### src/rtl/addr_map_pkg.sv
// address map package: word width, address width and the three mapped ranges

`default_nettype none

package addr_map_pkg;

    // ----------------------------------------------------------------------
    // bus widths
    // ----------------------------------------------------------------------

    // the system address covers 64 word locations
    localparam int addr_width = 6;

    // every RAM carries the same word
    localparam int data_width = 16;

    // ----------------------------------------------------------------------
    // mapped ranges
    // ----------------------------------------------------------------------

    // ranges A, B and C, in that order, in every hit vector
    localparam int range_count = 3;

    // range A covers addresses 3 to 7 and uses an 8-word RAM
    localparam int range_a_base        = 3;
    localparam int range_a_count       = 5;
    localparam int range_a_index_width = 3;

    // range B covers addresses 10 to 21 and uses a 16-word RAM
    localparam int range_b_base        = 10;
    localparam int range_b_count       = 12;
    localparam int range_b_index_width = 4;

    // range C covers addresses 40 to 46 and uses an 8-word RAM
    localparam int range_c_base        = 40;
    localparam int range_c_count       = 7;
    localparam int range_c_index_width = 3;

    // addresses outside all three ranges are unmapped and raise an error

endpackage

`default_nettype wire

### src/rtl/address_range_decoder.sv
// range decoder: raises hit while the address lies inside one mapped range

`timescale 1ns/10ps
`default_nettype none

module address_range_decoder
    import addr_map_pkg::*;
#(
    parameter int range_base  = 0,
    parameter int range_count = 1
) (
    input  wire logic [addr_width-1:0] address,
    output logic                       hit
);

    // ----------------------------------------------------------------------
    // range bounds
    // ----------------------------------------------------------------------

    // both bounds are inclusive, so the last word sits at base plus count minus one
    localparam int lower_bound = range_base;
    localparam int upper_bound = range_base + range_count - 1;

    // the address is widened to int so the compare cannot wrap
    int address_value;

    // ----------------------------------------------------------------------
    // compare
    // ----------------------------------------------------------------------

    // the bounds are constants, so this folds into a small fixed function
    // of the six address bits
    always_comb begin
        address_value = int'(address);
        hit = (address_value >= lower_bound) && (address_value <= upper_bound);
    end

endmodule

`default_nettype wire

### src/rtl/address_range_translator.sv
// range translator: maps the rotated low address bits of a range to a zero-based index

`timescale 1ns/10ps
`default_nettype none

module address_range_translator #(
    parameter int range_base  = 0,
    parameter int range_count = 1,
    parameter int index_width = 1
) (
    input  wire logic [index_width-1:0] raw_index,
    output logic      [index_width-1:0] translated_index
);

    // ----------------------------------------------------------------------
    // translation table
    // ----------------------------------------------------------------------

    // one entry per value of the low address bits
    localparam int table_depth = 2 ** index_width;

    typedef logic [index_width-1:0] index_t;
    typedef index_t [table_depth-1:0] table_t;

    // a range rarely starts on a power-of-two boundary, so its low bits
    // run through a rotated sequence, e.g. base 10 gives 10, 11, .. 15, 0, 1
    // entry (base + k) mod depth holds k, which undoes that rotation
    function automatic table_t build_table();
        table_t entries;
        int     slot;
        // unused slots hold zero so that every entry is defined
        entries = '0;
        slot = range_base % table_depth;
        for (int k = 0; k < range_count; k++) begin
            entries[slot] = index_t'(k);
            // wrap around at the top of the table
            slot = (slot + 1) % table_depth;
        end
        return entries;
    endfunction

    // evaluated at elaboration, so there is no storage behind it
    localparam table_t index_table = build_table();

    // ----------------------------------------------------------------------
    // lookup
    // ----------------------------------------------------------------------

    // for every address inside the range this equals address minus base;
    // a constant lookup like this reduces to rewiring and a little logic
    always_comb begin
        translated_index = index_table[raw_index];
    end

endmodule

`default_nettype wire

### src/rtl/range_ram.sv
// range RAM: single-port word memory with synchronous write and registered read

`timescale 1ns/10ps
`default_nettype none

module range_ram
    import addr_map_pkg::*;
#(
    parameter int index_width = 1
) (
    input  wire logic                   clock,
    input  wire logic                   write_strobe,
    input  wire logic                   read_strobe,
    input  wire logic [index_width-1:0] index,
    input  wire logic [data_width-1:0]  write_data,
    output logic      [data_width-1:0]  read_word
);

    // ----------------------------------------------------------------------
    // storage
    // ----------------------------------------------------------------------

    // the RAM holds a full power of two words, even where the range is
    // shorter, and the translator only ever reaches the first count of them
    localparam int word_count = 2 ** index_width;

    logic [data_width-1:0] memory [word_count];

    // ----------------------------------------------------------------------
    // write and read ports
    // ----------------------------------------------------------------------

    // the top never raises both strobes in the same cycle
    always_ff @(posedge clock) begin
        if (write_strobe) begin
            memory[index] <= write_data;
        end
    end

    // read_word keeps the last word read until the next read strobe
    always_ff @(posedge clock) begin
        if (read_strobe) begin
            read_word <= memory[index];
        end
    end

endmodule

`default_nettype wire

### src/rtl/read_data_select.sv
// read data select: picks the hit RAM's word and registers the result and status pulses

`timescale 1ns/10ps
`default_nettype none

module read_data_select
    import addr_map_pkg::*;
(
    input  wire logic                   clock,
    input  wire logic                   arst_n,
    input  wire logic                   read,
    input  wire logic [range_count-1:0] hit,
    input  wire logic                   error,
    input  wire logic [data_width-1:0]  word_a,
    input  wire logic [data_width-1:0]  word_b,
    input  wire logic [data_width-1:0]  word_c,
    output logic                        read_valid,
    output logic      [data_width-1:0]  read_data,
    output logic                        access_error
);

    // ----------------------------------------------------------------------
    // word select
    // ----------------------------------------------------------------------

    logic [data_width-1:0] selected_word;
    logic                  read_hit;

    // hit is one-hot or zero, so an and-or mux is enough
    // bit 0 belongs to range A, bit 1 to B and bit 2 to C
    always_comb begin
        selected_word = ({data_width{hit[0]}} & word_a)
                      | ({data_width{hit[1]}} & word_b)
                      | ({data_width{hit[2]}} & word_c);
        // a read only counts if some range owned the address
        read_hit = read && (|hit);
    end

    // ----------------------------------------------------------------------
    // output register
    // ----------------------------------------------------------------------

    // read_valid and access_error are one-cycle pulses
    // read_data only moves on a valid read, otherwise it keeps the last word
    always_ff @(posedge clock or negedge arst_n) begin
        if (!arst_n) begin
            read_valid   <= 1'b0;
            access_error <= 1'b0;
            read_data    <= '0;
        end else begin
            read_valid   <= read_hit;
            access_error <= error;
            if (read_hit) begin
                read_data <= selected_word;
            end
        end
    end

endmodule

`default_nettype wire

### src/rtl/mapped_memory_top.sv
// mapped memory top: three-stage pipeline over three word RAMs at unaligned ranges

`timescale 1ns/10ps
`default_nettype none

module mapped_memory_top
    import addr_map_pkg::*;
(
    input  wire logic                  clock,
    input  wire logic                  arst_n,
    input  wire logic                  access_strobe,
    input  wire logic                  write_enable,
    input  wire logic [addr_width-1:0] address,
    input  wire logic [data_width-1:0] write_data,
    output logic                       read_valid,
    output logic      [data_width-1:0] read_data,
    output logic                       access_error
);

    // ----------------------------------------------------------------------
    // stage 1, capture
    // ----------------------------------------------------------------------

    logic                  s1_strobe;
    logic                  s1_write;
    logic [addr_width-1:0] s1_address;
    logic [data_width-1:0] s1_write_data;

    // the strobe is the only control bit here, the rest is qualified by it
    always_ff @(posedge clock or negedge arst_n) begin
        if (!arst_n) begin
            s1_strobe <= 1'b0;
        end else begin
            s1_strobe <= access_strobe;
        end
    end

    always_ff @(posedge clock) begin
        s1_write      <= write_enable;
        s1_address    <= address;
        s1_write_data <= write_data;
    end

    // ----------------------------------------------------------------------
    // stage 2, decode, translate and RAM access
    // ----------------------------------------------------------------------

    // bit 0 is range A, bit 1 range B, bit 2 range C
    logic [range_count-1:0] range_hit;
    logic                   s1_read_req;
    logic                   s1_write_req;

    logic [range_a_index_width-1:0] index_a;
    logic [range_b_index_width-1:0] index_b;
    logic [range_c_index_width-1:0] index_c;

    logic [data_width-1:0] word_a;
    logic [data_width-1:0] word_b;
    logic [data_width-1:0] word_c;

    always_comb begin
        s1_read_req  = s1_strobe && !s1_write;
        s1_write_req = s1_strobe && s1_write;
    end

    // range A
    address_range_decoder #(.range_base(range_a_base), .range_count(range_a_count)) decode_a (
        .address (s1_address),
        .hit     (range_hit[0])
    );

    address_range_translator #(
        .range_base  (range_a_base),
        .range_count (range_a_count),
        .index_width (range_a_index_width)
    ) translate_a (
        .raw_index        (s1_address[range_a_index_width-1:0]),
        .translated_index (index_a)
    );

    range_ram #(.index_width(range_a_index_width)) ram_a (
        .clock        (clock),
        .write_strobe (s1_write_req && range_hit[0]),
        .read_strobe  (s1_read_req && range_hit[0]),
        .index        (index_a),
        .write_data   (s1_write_data),
        .read_word    (word_a)
    );

    // range B
    address_range_decoder #(.range_base(range_b_base), .range_count(range_b_count)) decode_b (
        .address (s1_address),
        .hit     (range_hit[1])
    );

    address_range_translator #(
        .range_base  (range_b_base),
        .range_count (range_b_count),
        .index_width (range_b_index_width)
    ) translate_b (
        .raw_index        (s1_address[range_b_index_width-1:0]),
        .translated_index (index_b)
    );

    range_ram #(.index_width(range_b_index_width)) ram_b (
        .clock        (clock),
        .write_strobe (s1_write_req && range_hit[1]),
        .read_strobe  (s1_read_req && range_hit[1]),
        .index        (index_b),
        .write_data   (s1_write_data),
        .read_word    (word_b)
    );

    // range C
    address_range_decoder #(.range_base(range_c_base), .range_count(range_c_count)) decode_c (
        .address (s1_address),
        .hit     (range_hit[2])
    );

    address_range_translator #(
        .range_base  (range_c_base),
        .range_count (range_c_count),
        .index_width (range_c_index_width)
    ) translate_c (
        .raw_index        (s1_address[range_c_index_width-1:0]),
        .translated_index (index_c)
    );

    range_ram #(.index_width(range_c_index_width)) ram_c (
        .clock        (clock),
        .write_strobe (s1_write_req && range_hit[2]),
        .read_strobe  (s1_read_req && range_hit[2]),
        .index        (index_c),
        .write_data   (s1_write_data),
        .read_word    (word_c)
    );

    // control that travels beside the RAM read into stage 3
    logic                   s2_read;
    logic [range_count-1:0] s2_hit;
    logic                   s2_error;

    // an access that no range claims becomes an error, reads and writes alike
    always_ff @(posedge clock or negedge arst_n) begin
        if (!arst_n) begin
            s2_read  <= 1'b0;
            s2_hit   <= '0;
            s2_error <= 1'b0;
        end else begin
            s2_read  <= s1_read_req;
            s2_hit   <= range_hit;
            s2_error <= s1_strobe && !(|range_hit);
        end
    end

    // ----------------------------------------------------------------------
    // stage 3, select
    // ----------------------------------------------------------------------

    read_data_select select_stage (
        .clock        (clock),
        .arst_n       (arst_n),
        .read         (s2_read),
        .hit          (s2_hit),
        .error        (s2_error),
        .word_a       (word_a),
        .word_b       (word_b),
        .word_c       (word_c),
        .read_valid   (read_valid),
        .read_data    (read_data),
        .access_error (access_error)
    );

endmodule

`default_nettype wire

### config.mk
export PLATFORM = sky130hd
export DESIGN_NAME = mapped_memory_top
export DESIGN_NICKNAME = d
export VERILOG_FILES = /design/src/rtl/addr_map_pkg.sv /design/src/rtl/address_range_decoder.sv /design/src/rtl/address_range_translator.sv /design/src/rtl/range_ram.sv /design/src/rtl/read_data_select.sv /design/src/rtl/mapped_memory_top.sv
export SDC_FILE = /design/constraint.sdc
export NUM_CORES = 1
export LEC_CHECK = 0
export ABC_AREA = 1
export ABC_CLOCK_PERIOD_IN_PS = 2500
export BUFFER_PORTS_ARGS = -buffer_cell sky130_fd_sc_hd__buf_2
export CAP_MARGIN = 20
export CORE_ASPECT_RATIO = 1.1
export CORE_UTILIZATION = 45
export CTS_CLUSTER_DIAMETER = 30
export DETAILED_ROUTE_END_ITERATION = 8
export HOLD_SLACK_MARGIN = 0.1
export RECOVER_POWER = 25
export SYNTH_ARGS = -nofsm -noshare
export SYNTH_HDL_FRONTEND = slang
export SYNTH_SLANG_ARGS = --single-unit
export TNS_END_PERCENT = 100
### constraint.sdc
create_clock -name clock -period 2.5 [get_ports clock]
set_input_delay 0.125 -clock clock [delete_from_list [all_inputs] [get_ports clock]]
set_output_delay 0.125 -clock clock [all_outputs]
set_load 0.02 [all_outputs]
Word-level counts from Yosys, hierarchy flattened
Memory sizes are Yosys's and may differ from the RTL's. A register that Yosys moved wholly into a read port is not among the register bits.
Index checks and enable logic that the tools add are counted.
{ "word_totals": {"ramBits": 512, "reg_bits": 47, "memories": 6, "word_cells": 55, "romBits": 112, "out_inout_bits": 18} }
{ "memory_table": {"columns": ["memory", "depth", "width", "read_ports", "rd_clocked_by_memory_dff", "write_ports", "line", "rtl"], "rows": [
  ["ram_b.memory", 16, 16, 1, 1, 1, "range_ram.sv:27", "logic [data_width-1:0] memory [word_count];"],
  ["ram_a.memory", 8, 16, 1, 1, 1, "range_ram.sv:27", null],
  ["ram_c.memory", 8, 16, 1, 1, 1, "range_ram.sv:27", null],
  ["(no name shown)", 16, 4, 1, 1, 0, "address_range_translator.sv:52", "translated_index = index_table[raw_index];"],
  ["(no name shown)", 8, 3, 1, 1, 0, "address_range_translator.sv:52", null],
  ["(no name shown)", 8, 3, 1, 1, 0, "address_range_translator.sv:52", null]
]} }
{ "op_classes": {"muxes": 9, "n_reduce_logical": 17, "bitwise_logic": 5, "n_lt_le_gt_ge": 8} }
{ "ops": {"columns": ["cell", "count"], "rows": [
  ["AND 16 bit", 3],
  ["bitwise OR 16 bit", 2],
  ["logical AND 1 bit", 13],
  [">= comparator 6 x 2 -> 1 bit, second input constant", 1],
  [">= comparator 6 x 4 -> 1 bit, second input constant", 1],
  [">= comparator 6 bit, second input constant", 1],
  ["<= comparator 6 x 3 -> 1 bit, second input constant", 1],
  ["<= comparator 6 x 5 -> 1 bit, second input constant", 1],
  ["<= comparator 6 bit, second input constant", 1],
  ["2-to-1 mux 1 bit", 6],
  ["2-to-1 mux 3 bit", 2],
  ["OR reduction 3 bit", 2],
  ["< comparator 4 x 5 -> 1 bit, second input constant", 1],
  ["< comparator 3 x 4 -> 1 bit, second input constant", 1],
  ["2-to-1 mux 4 bit", 1],
  ["logical NOT 1 bit", 2]
]} }

Longest topological paths before layout
Gate-level depths: netlist (run 1).
{ "logic_depth": {"ltp_word": 5, "ltp_mapped": 12, "mapped_depth_nobuf": 9} }

Hierarchy
Synthesis (run 1) repeated with hierarchy kept, for this count alone.
{ "hier_totals": {"cells_unflattened": 2407, "area_unflattened_um2": 25111.6} }
{ "modules_own_cells": {"columns": ["mod", "n_inst", "seq_area_each_um2", "cells_per_inst", "area_each_um2"], "rows": [
  ["range_ram (ram_a ...)", 2, 4324.1, 548, 5921.9],
  ["range_ram (ram_b)", 1, 8167.8, 1070, 11312.1],
  ["read_data_select", 1, 450.4, 145, 1034.7],
  ["mapped_memory_top", 1, 610.6, 45, 670.6],
  ["address_range_translator (translate_b)", 1, 0.0, 18, 100.1],
  ["address_range_decoder (decode_b)", 1, 0.0, 9, 42.5],
  ["address_range_translator (translate_a)", 1, 0.0, 7, 37.5],
  ["address_range_translator (translate_c)", 1, 0.0, 6, 26.3],
  ["address_range_decoder (decode_c)", 1, 0.0, 6, 23.8],
  ["address_range_decoder (decode_a)", 1, 0.0, 5, 20.0]
]} }

Worst setup path before layout (run 1)
OpenSTA, ideal clock, no wires.
{ "synth_timing": {"path_kind": "flip-flop to flip-flop", "start": "register ram_b.index[2] (netlist name)", "end": "memory ram_b.memory[4][0] (enable)", "setup_ns": 0.409, "path_buffers": 1, "path_stages_with_launch": 6, "t_arrival_ns": 2.036, "required_time_ns": 2.091, "period_less_slack_ns": 2.446, "path_slack_ns": 0.054, "cell_sequence": "dfxtp_1 -> inv_1 -> nor2_2 -> buf_4 -> inv_1 -> nor3_1"} }
{ "synth_rtl": {"columns": ["item", "line"], "rows": [
  ["end, declared", "range_ram.sv:27"]
]} }

Worst setup path after layout (run 1)
{ "layout_timing": {"start": "register s1_write_data[13]", "end": "memory ram_a.memory[6][13] (data pin)"} }
{ "layout_rtl": {"columns": ["item", "line", "rtl"], "rows": [
  ["start, declared", "mapped_memory_top.sv:27", "logic [data_width-1:0] s1_write_data;"],
  ["start signal, assigned", "mapped_memory_top.sv:41", "s1_write_data <= write_data;"],
  ["end, declared", "range_ram.sv:27", null]
]} }
No word-level cell before the write port.

==> results of run 1 <==
-- how the worst min path moves through the flow --
stage / from / end / slack (ns) / depth (start not counted)
6_report: address[3] / s1_address[3] / 0.27 / 2
5_1_grt: address[3] / s1_address[3] / 0.25 / 2
4_1_cts: address[3] / s1_address[3] / 0.13 / 2
3_5_place_dp: arst_n / select_stage.read_data[15] / 0.14 / 1
3_3_place_gp: arst_n / select_stage.read_data[11] / 0.13 / 1
2_1_floorplan: arst_n / s1_strobe / -0.17 / 0
-- sequential cells by signal (all words and copies together) (netlist names), 4 cells and up --
signal                  flops
ram_a.read_word            16
select_stage.read_data     16
ram_c.read_word            16
ram_b.read_word            16
ram_c.memory              128
s1_address                  6
ram_a.memory              128
ram_b.index                 4
s1_write_data              16
ram_b.memory              256
-- power by group --
group	internal [mW]	switching, mW
Combinational	0.439	1.11
Clock	11.8	5.61
Sequential	11.4	0.0703
Total	23.7	6.79
-- cell usage in the layout, fill, tap and decap left out, types with 7 or more instances in the layout --
master | synthesis | routed
edfxtp_1 | 560 | 560
clkbuf_16 | 0 | 137
o21ai_0 | 51 | 51
clkinv_4 | 0 | 12
o22ai_1 | 33 | 33
dlygate4sd3_1 | 0 | 46
nor3_2 | 0 | 16
clkbuf_1 | 13 | 17
inv_1 | 154 | 153
dfxtp_1 | 33 | 31
nor2_1 | 54 | 54
a21oi_1 | 70 | 70
buf_4 | 4 | 82
inv_6 | 0 | 13
o21ai_1 | 11 | 11
bufinv_16 | 0 | 17
nand4_1 | 16 | 16
clkbuf_2 | 1 | 8
clkinv_1 | 1 | 22
nand2_1 | 986 | 986
nand3_1 | 35 | 35
clkinv_2 | 0 | 18
clkinvlp_4 | 0 | 12
dfrtp_1 | 24 | 24
ha_1 | 7 | 7
buf_2 | 56 | 39
-- synthesized netlist by cell type, types with 7 or more instances --
| library cell | n | area share [%] |
|---|---|---|
| o22ai_1 | 33 | 0.84 |
| a21oi_1 | 70 | 1.4 |
| nor3_1 | 16 | 0.33 |
| buf_6 | 13 | 0.60 |
| nand3_1 | 35 | 0.72 |
| ha_1 | 7 | 0.36 |
| nand2_1 | 986 | 15 |
| o21ai_1 | 11 | 0.22 |
| o21ai_0 | 51 | 1.0 |
| buf_2 | 56 | 1.1 |
| edfxtp_1 | 560 | 69 |
| clkbuf_1 | 13 | 0.20 |
| dfxtp_1 | 33 | 2.7 |
| nor2_1 | 54 | 0.83 |
| dfrtp_1 | 24 | 2.5 |
| nand4_1 | 16 | 0.41 |
| inv_1 | 154 | 2.4 |
-- repair_timing --
item                                   in CTS  in global routing
gates resized for setup                     0                  0
setup endpoints to repair                   0                  0
hold buffers                               46                  0
endpoints found under the hold margin      58                  0
-- per-layer routing --
layer	wire length [um]	part of all wire [%]	track usage (%)
met5	0	0	0
met4	1900	3.1	9.72
met3	3270	5.4	5.13
met2	30500	50	38.7
met1	25400	42	28.0
-- cells by family (layout without fill, tap and decap cells) --
group,count (synthesis),after routing,share of synthesized area [%]
simple gates,1111,1111,17.5
flops,617,617,73.9
buf+inv,251,594,4.61
compound gates,169,169,3.67
fa+ha+maj,7,7,0.358
-- per-stage QoR --
step,utilization [%],setup slack [ns],cell area [um^2],hold slack [ns],power [mW]
detailed placement,48.4,0.450,26000,0.138,13.2
finish,57.6,0.262,30900,0.271,30.5
CTS,57.7,0.435,31000,0.134,30.8
global route,57.6,0.161,30900,0.250,31.4
global placement,48.4,0.465,26000,0.132,13.2
floorplan,-,0.0543,24500,-0.171,12.6
-- cell type report --
type / count / area, um^2 / area share, %
Clock buffer: 149 / 3500 / 11.3
Multi-Input combinational cell: 1287 / 5350 / 17.3
Tap cell: 728 / 911 / 2.94
Sequential cell: 617 / 18100 / 58.4
Inverter: 160 / 603 / 1.95
Timing Repair Buffer: 188 / 1440 / 4.66
Clock inverter: 97 / 1050 / 3.38
==> run_results.csv, run 1 <==
group,metric,value,unit
route,num_vias,16100,
cells_and_area,area_delta_synth_final,26.4,%
setup_path,startpoint_type,"register",
setup_path,setup.worst_path.start,"s1_write_data[13]",
setup_path,reg2reg_slack,0.26,ns
status,status,"complete, but fails checks",
sta,finClkSkew,0.0228,ns
floorplan,start_util,45.6,%
pwr,p_leak,12.6,nW
setup_path,arrival,2.44,ns
pwr,cellPowerDensity,986,nW/um^2
run,drv_cap,3,
sta,finalMaxSlewViolations,99,
floorplan,die_height,247,um
yosys,async_flop_share,3.89,%
yosys,ys_seq_area_share,73.9,%
sta,hold_viol_final,0,
status,violations,"capacitance limit, slew limit",
clock_tree,clockRootBuffer,"clkbuf_16",
floorplan,dieArea,55300,um^2
clock_tree,clk_latency,0.70,ns
clock_tree,post-cts-setup-buffers,0,
pwr,vdd.ir_drop.worst,0.000538,V
yosys,synth_ff_type,"edfxtp_1",
clock_tree,clock_sinks,617,
setup_path,endpoint,"ram_a.memory[6][13]",
setup_path,worstSetupPathType,"reg2reg",
setup_path,cp.depth,1,
setup_path,rr_worst_depth,1,
clock_tree,clk_pin_slew_worst_paths,0.05,ns
yosys,synth_edf_count,560,
floorplan,die_w,224,um
grt,grt_max_degree,65,
setup_path,critPathMaxFanout,32,
sta,fmax,447,MHz
cells_and_area,fillers,4412,
yosys,yosysUniqueCellTypes,30,
setup_path,crit_family,"buffers and inverters",
sta,fin_crit,2.24,ns
route,drt_iter0_drc,1281,
yosys,yosys_warnings,0,
grt,grt_use_total,22.8,%
grt,grt_pass1_vias,16200,
worst_hold_path,hold_class,"in2reg",
cells_and_area,num_antenna_cells,0,
sta,relSlewSlack,-34.2,%
setup_path,worstPathCellList,"clkbuf_1",
route,viasPerCell,4.99,
yosys,syn-cell-area,24500,um^2
yosys,ys_ff_latch,617,
clock_tree,clk_path_buf_depth,3,
route,first_pass_iters,6,
sta,setup_tns,0,ns
clock_tree,numCtsBuffers,133,
sta,post-route-period-util,89.5,%
cells_and_area,fin_cells,3226,
yosys,syn_inst,2155,
setup_path,crit_required,2.70,ns
clock_tree,cts_tree,"built",
setup_path,crit_buf_inv,1,
setup_path,end_kind,"register",
yosys,synth_fp_nets,2188,
place,dp_hpwl,35500,um
place,port_buffers,43,
cells_and_area,finalNetCount,2420,
setup_path,r2r_end,"ram_a.memory[6][13]",
floorplan,io_pins,44,
sta,worst_slew_pin_slew,2.01,ns
grt,overflow,0,
sta,rsz0062_at_grt,"no",
setup_path,slowest_delay,1.43,ns
setup_path,rr_startpoint,"s1_write_data[13]",
route,wire_per_inst,18.9,um
route,drcViolationCount,0,
place,finalWeightedCongestion,0.840,
place,dp.cells,2933,
floorplan,core-area,53700,um^2
floorplan,num_rows,89,
clock_tree,htreeDepth,4,
route,wl,61100,um
setup_path,cpMaxStageDelayCell,"clkbuf_1",
cells_and_area,drive_gt1_share,15.1,%
yosys,syn_area_per_cell,11.4,um^2
sta,setup_viol,0,
route,drtAntennaViolNets,0,
grt,grt_pass1_wl,92900,um
grt,antenna_found_initial,2,
Power figures use the tool's default switching activity.
==> run 2: changes to the inputs <==
- ABC_CLOCK_PERIOD_IN_PS: 2500 -> 2100
- clock period: 2.5 -> 2.1 ns (I/O delays scaled with it)
==> run_results.csv, run 2 (synthesis gave the netlist of run 1 again) <==
group,metric,value,unit
setup_path,r2r_end,"ram_b.read_word[6]",
cells_and_area,area_delta_synth_final,24.2,%
cells_and_area,multiInputGateArea,5350,um^2
clock_tree,htreeDepth,3,
sta,fmax,552,MHz
sta,post-route-period-util,86.2,%
floorplan,core-area,53700,um^2
cells_and_area,fin_util,56.6,%
sta,worst_slew_pin_slew,1.00,ns
route,num_vias,16100,
cells_and_area,fillers,4418,
status,status,"finished clean",
clock_tree,clk_pin_slew_worst_paths,0.05,ns
cells_and_area,largest_register_ffs,256,
sta,rsz0062_at_grt,"no",
sta,fin_crit,1.81,ns
setup_path,critPathMostFrequentCell,"nand2_1",
grt,grt_pass1_wl,92800,um
sta,setup_tns,0,ns
worst_hold_path,holdPathEnd,"s1_write_data[3]",
setup_path,rr_worst_depth,10,
grt,grt_max_degree,65,
floorplan,die_height,247,um
pwr,p_leak,12.3,nW
setup_path,end_kind,"register",
setup_path,worstPathCellList,"inv_4 > buf_4 > nand2_1 > nand2_1 > nand2_1 > nand2_1 > nand2_1 > nand2_1 > inv_1 > nand2_1",
cells_and_area,layout_common_cells,"nand2_1 (986), edfxtp_1 (560), inv_1 (153)",
run,drv_cap,0,
cells_and_area,finalInstanceArea,30400,um^2
grt,grt_use_total,22.4,%
route,drtAntennaViolNets,0,
setup_path,critPathMaxFanout,38,
clock_tree,clock_sinks,617,
floorplan,start_util,45.6,%
sta,finClkSkew,0.0233,ns
grt,overflow,0,
route,wl,60900,um
route,drt_iter0_drc,1599,
setup_path,crit_family,"buffers and inverters",
cells_and_area,finalNetCount,2410,
setup_path,crit_required,2.60,ns
place,dp.cells,2948,
clock_tree,clockRootBuffer,"clkbuf_16",
sta,finalMaxSlewViolations,0,
sta,relSlewSlack,33.3,%
clock_tree,clk_latency,0.65,ns
grt,grt_pass1_vias,16200,
cells_and_area,regArea,18100,um^2
floorplan,num_rows,89,
floorplan,io_pins,44,
setup_path,reg2reg_slack,0.29,ns
worst_hold_path,min_from,"write_data[3]",
clock_tree,cts_tree,"built",
grt,antenna_found_initial,1,
sta,setup_viol,0,
cells_and_area,fin_cells,3205,
worst_hold_path,hold_class,"in2reg",
pwr,vdd.ir_drop.worst,0.000654,V
cells_and_area,top_regs,"ram_b.memory x256, ram_a.memory x128, ram_c.memory x128",
route,viasPerCell,5.04,
setup_path,cp.depth,10,
place,port_buffers,43,
cells_and_area,regMostFlops,"ram_b.memory",
setup_path,crit_buf_inv,3,
worst_hold_path,whs_path_depth,2,
floorplan,dieArea,55300,um^2
setup_path,slowest_delay,0.42,ns
cells_and_area,final_common_cell,"nand2_1",
pwr,cellPowerDensity,1110,nW/um^2
clock_tree,numCtsBuffers,112,
setup_path,startpoint_type,"register",
setup_path,worstSetupPathType,"reg2reg",
place,place_area,26100,um^2
place,finalWeightedCongestion,0.883,
pwr,p_total,33.8,mW
setup_path,arrival,2.31,ns
sta,hold_viol_final,0,
route,drcViolationCount,0,
cells_and_area,num_antenna_cells,0,
cells_and_area,drive_gt1_share,15.1,%
setup_path,cpMaxStageDelayCell,"buf_4",
setup_path,rr_startpoint,"ram_b.index[0]",
place,dp_hpwl,37000,um
route,first_pass_iters,5,
route,wire_per_inst,19.0,um
floorplan,die_w,224,um
clock_tree,clk_path_buf_depth,3,
## run 2: cell types whose count changed in the layout (fill, tap and decap cells not counted), sizes merged
cell,delta
clkbuf,-18
buf,+15
inv,+4
bufinv,-3
clkinv,-17
dlygate4sd3,-4
clkinvlp,+2
## run 2: how the worst max path moves through the flow
| stage | startpoint | endpoint | slack (ns) |
|---|---|---|---|
| floorplan | ram_b.index[2] | ram_b.memory[4][0] | -0.35 |
| global placement | s1_address[4] | ram_a.memory[5][12] | 0.32 |
| detailed placement | s1_address[4] | ram_a.memory[1][15] | 0.32 |
| CTS | ram_b.index[0] | ram_b.read_word[6] | 0.27 |
| global route | ram_b.index[0] | ram_b.read_word[11] | 0.13 |
| finish | ram_b.index[0] | ram_b.read_word[6] | 0.29 |
## run 2: area by class of cell
type / instances / area share, %
flip-flops and latches: 617 / 59.5
repair buffers: 199 / 5.03
clock buffers: 131 / 9.79
well taps: 728 / 3.00
clock inverters: 83 / 3.12
inverters: 160 / 1.98
multi-input cells: 1287 / 17.6
## run 2: routing by layer
layer / global-route usage [%] / vias to the layer above / part of all wire [%]
met1: 30.5 / 7790 / 43
li1: - / 7677 / -
met4: 8.54 / 0 / 2.7
met3: 3.30 / 110 / 6.2
met2: 36.5 / 564 / 48
met5: 0 / - / 0
## run 2: metrics by stage
stage | setup WS (ns) | hold WS, ns
2_1_floorplan | -0.346 | -0.191
3_3_place_gp | 0.317 | 0.109
3_5_place_dp | 0.323 | 0.119
4_1_cts | 0.274 | 0.103
5_1_grt | 0.134 | 0.130
6_report | 0.289 | 0.135
## run 2: report_power, final
part / total, mW / internal (mW) / switching (mW) / leakage, nW
clock network: 18.2 / 12.0 / 6.27 / 1.89
logic: 1.91 / 0.516 / 1.39 / 4.80
registers: 13.7 / 13.6 / 0.0820 / 5.66
total: 33.8 / 26.1 / 7.74 / 12.3
## run 2: timing repair
action                    in CTS  in global routing
setup buffers                  0                  0
hold endpoints to repair      58                  0
hold buffers                  42                  0
gates resized for setup        0                  0
==> run 3: changes to the inputs <==
- CORE_ASPECT_RATIO: 1.1 -> 0.5
- CORE_UTILIZATION: 45 -> 50
- PLACE_DENSITY: unset -> 0.66
==> run_results.csv, run 3 (synthesis gave the netlist of run 1 again) <==
group,metric,value,unit
floorplan,start_util,51.4,%
setup_path,rr_startpoint,"s1_address[1]",
route,wl_met1,25400,um
pwr,p_leak,11.7,nW
clock_tree,clk_pin_slew_worst_paths,0.06,ns
floorplan,die_height,158,um
cells_and_area,top_regs,"ram_b.memory x256, ram_a.memory x128, ram_c.memory x128",
grt,overflow,0,
sta,setup_tns,0,ns
cells_and_area,area_delta_synth_final,18.8,%
floorplan,core-area,47600,um^2
cells_and_area,drive_gt1_share,13.3,%
route,drtAntennaViolNets,0,
route,num_vias,15900,
route,met3_length,5120,um
setup_path,end_kind,"register",
grt,grt_pass1_vias,15300,
cells_and_area,finalNetCount,2355,
setup_path,setup.worst_path.start,"s1_address[1]",
pwr,p_total,29.7,mW
pwr,intPower,22.5,mW
place,dp_hpwl,34900,um
sta,fin_crit,1.91,ns
cells_and_area,final_common_cell,"nand2_1",
cells_and_area,fillers,3624,
sta,finClkSkew,0.0302,ns
cells_and_area,largest_register_ffs,256,
pwr,cellPowerDensity,1020,nW/um^2
setup_path,endpoint,"ram_a.memory[0][7]",
route,wl_met2,26300,um
setup_path,critPathMostFrequentCell,"nand2_1",
setup_path,reg2reg_slack,0.19,ns
route,wl,58000,um
sta,worst_slew_pin_slew,1.06,ns
clock_tree,clk_path_buf_depth,3,
floorplan,num_rows,56,
grt,grt_pass1_wl,87900,um
grt,grt_use_total,23.6,%
route,viasPerCell,5.25,
route,routed.top_layer,"met5",
cells_and_area,layout_common_cells,"nand2_1 (986), edfxtp_1 (560), inv_1 (153)",
pwr,combPwrFrac,6.4,%
sta,relSlewSlack,29.6,%
clock_tree,clock_sinks,617,
pwr,power_frac_clock,47.8,%
clock_tree,cts_tree,"built",
pwr,seq_power_share,45.8,%
clock_tree,numCtsBuffers,81,
sta,finalMaxSlewViolations,0,
grt,antenna_found_initial,2,
worst_hold_path,hold_class,"in2reg",
sta,rsz0062_at_grt,"no",
floorplan,die_w,315,um
pwr,vdd.ir_drop.worst,0.000662,V
sta,setup_viol,0,
sta,hold_viol_final,0,
run,drv_cap,0,
setup_path,arrival,2.24,ns
setup_path,cpMaxStageDelayCell,"nor2_1",
route,first_pass_iters,7,
cells_and_area,num_antenna_cells,0,
place,dp_slack,0.0910,ns
setup_path,worstSetupPathType,"reg2reg",
setup_path,critPathMaxFanout,11,
floorplan,io_pins,44,
setup_path,r2r_end,"ram_a.memory[0][7]",
sta,timing.final.ws_setup,0.187,ns
floorplan,dieArea,49900,um^2
pwr,switching_power,7.23,mW
grt,grt_max_degree,54,
clock_tree,htreeDepth,3,
place,port_buffers,43,
setup_path,crit_required,2.43,ns
route,wire_per_inst,19.2,um
setup_path,worstPathCellList,"nand2_1 > nand2_1 > nand3_1 > inv_1 > nand2_1 > nor2_1 > buf_12",
status,status,"finished clean",
worst_hold_path,min_from,"write_data[2]",
cells_and_area,regMostFlops,"ram_b.memory",
route,drcViolationCount,0,
place,finalWeightedCongestion,0.921,
sta,fmax,523,MHz
clock_tree,post-cts-setup-buffers,0,
setup_path,slowest_delay,0.51,ns
sta,post-route-period-util,91.1,%
setup_path,startpoint_type,"register",
clock_tree,clk_latency,0.62,ns
setup_path,rr_worst_depth,7,
clock_tree,clockRootBuffer,"clkbuf_16",
route,drt_iter0_drc,1782,
pwr,p_sw_share,24.3,%
==> run 3: power groups by stage <==
stage / Clock [mW] / Combinational (mW) / Sequential [mW]
CTS: 14.4 / 1.90 / 13.6
detailed placement: 0 / 1.84 / 13.9
global placement: 0 / 1.83 / 13.9
floorplan: 0 / 1.02 / 14.0
global route: 14.9 / 2.10 / 13.6
finish: 14.2 / 1.91 / 13.6
==> run 3: stage by stage <==
step           utilization (%)  std cells  hold WS, ns  instance area, um^2
2_1_floorplan                -       2155       -0.191                24500
3_3_place_gp              54.6       2849        0.108                26000
3_5_place_dp              54.6       2849        0.111                26000
4_1_cts                   61.1       3027        0.105                29100
5_1_grt                   61.1       3029        0.112                29100
6_report                  61.1       3029        0.130                29100
==> run 3: routing by layer <==
metal / vias up / track usage, %
li1: 7512 / -
met1: 7643 / 33.5
met2: 634 / 36.1
met3: 103 / 5.76
met4: 2 / 7.51
met5: - / 0
==> run 3: final cells by class <==
| type | instances | area, um^2 | share of cell area (%) |
|---|---|---|---|
| Clock inverter | 64 | 796 | 2.74 |
| Clock buffer | 88 | 2070 | 7.13 |
| Inverter | 160 | 603 | 2.07 |
| Timing Repair Buffer | 175 | 1360 | 4.68 |
| Tap cell | 638 | 798 | 2.75 |
| Multi-Input combinational cell | 1287 | 5350 | 18.4 |
| Sequential cell | 617 | 18100 | 62.2 |
==> run 3: worst min-delay path by stage <==
stage	endpoint	slack (ns)	cells after the start
2_1_floorplan	s1_strobe	-0.19	0
3_3_place_gp	select_stage.read_valid	0.11	1
3_5_place_dp	select_stage.read_valid	0.11	1
4_1_cts	s1_write_data[11]	0.10	2
5_1_grt	s1_write_data[6]	0.11	2
6_report	s1_write_data[2]	0.13	2
==> run 3: worst max-delay path: cells and delay by family (launching register included) <==
kind / cells / cell delay (ns)
buffers and inverters: 2 / 0.30
AND/OR/NAND/NOR: 5 / 0.98
flip-flops: 1 / 0.35
==> run 3: repair_timing <==
item | in CTS | in global routing
hold buffers | 26 | 0
setup endpoints to repair | 0 | 9
resized for setup | 0 | 1
hold endpoints to repair | 58 | 0
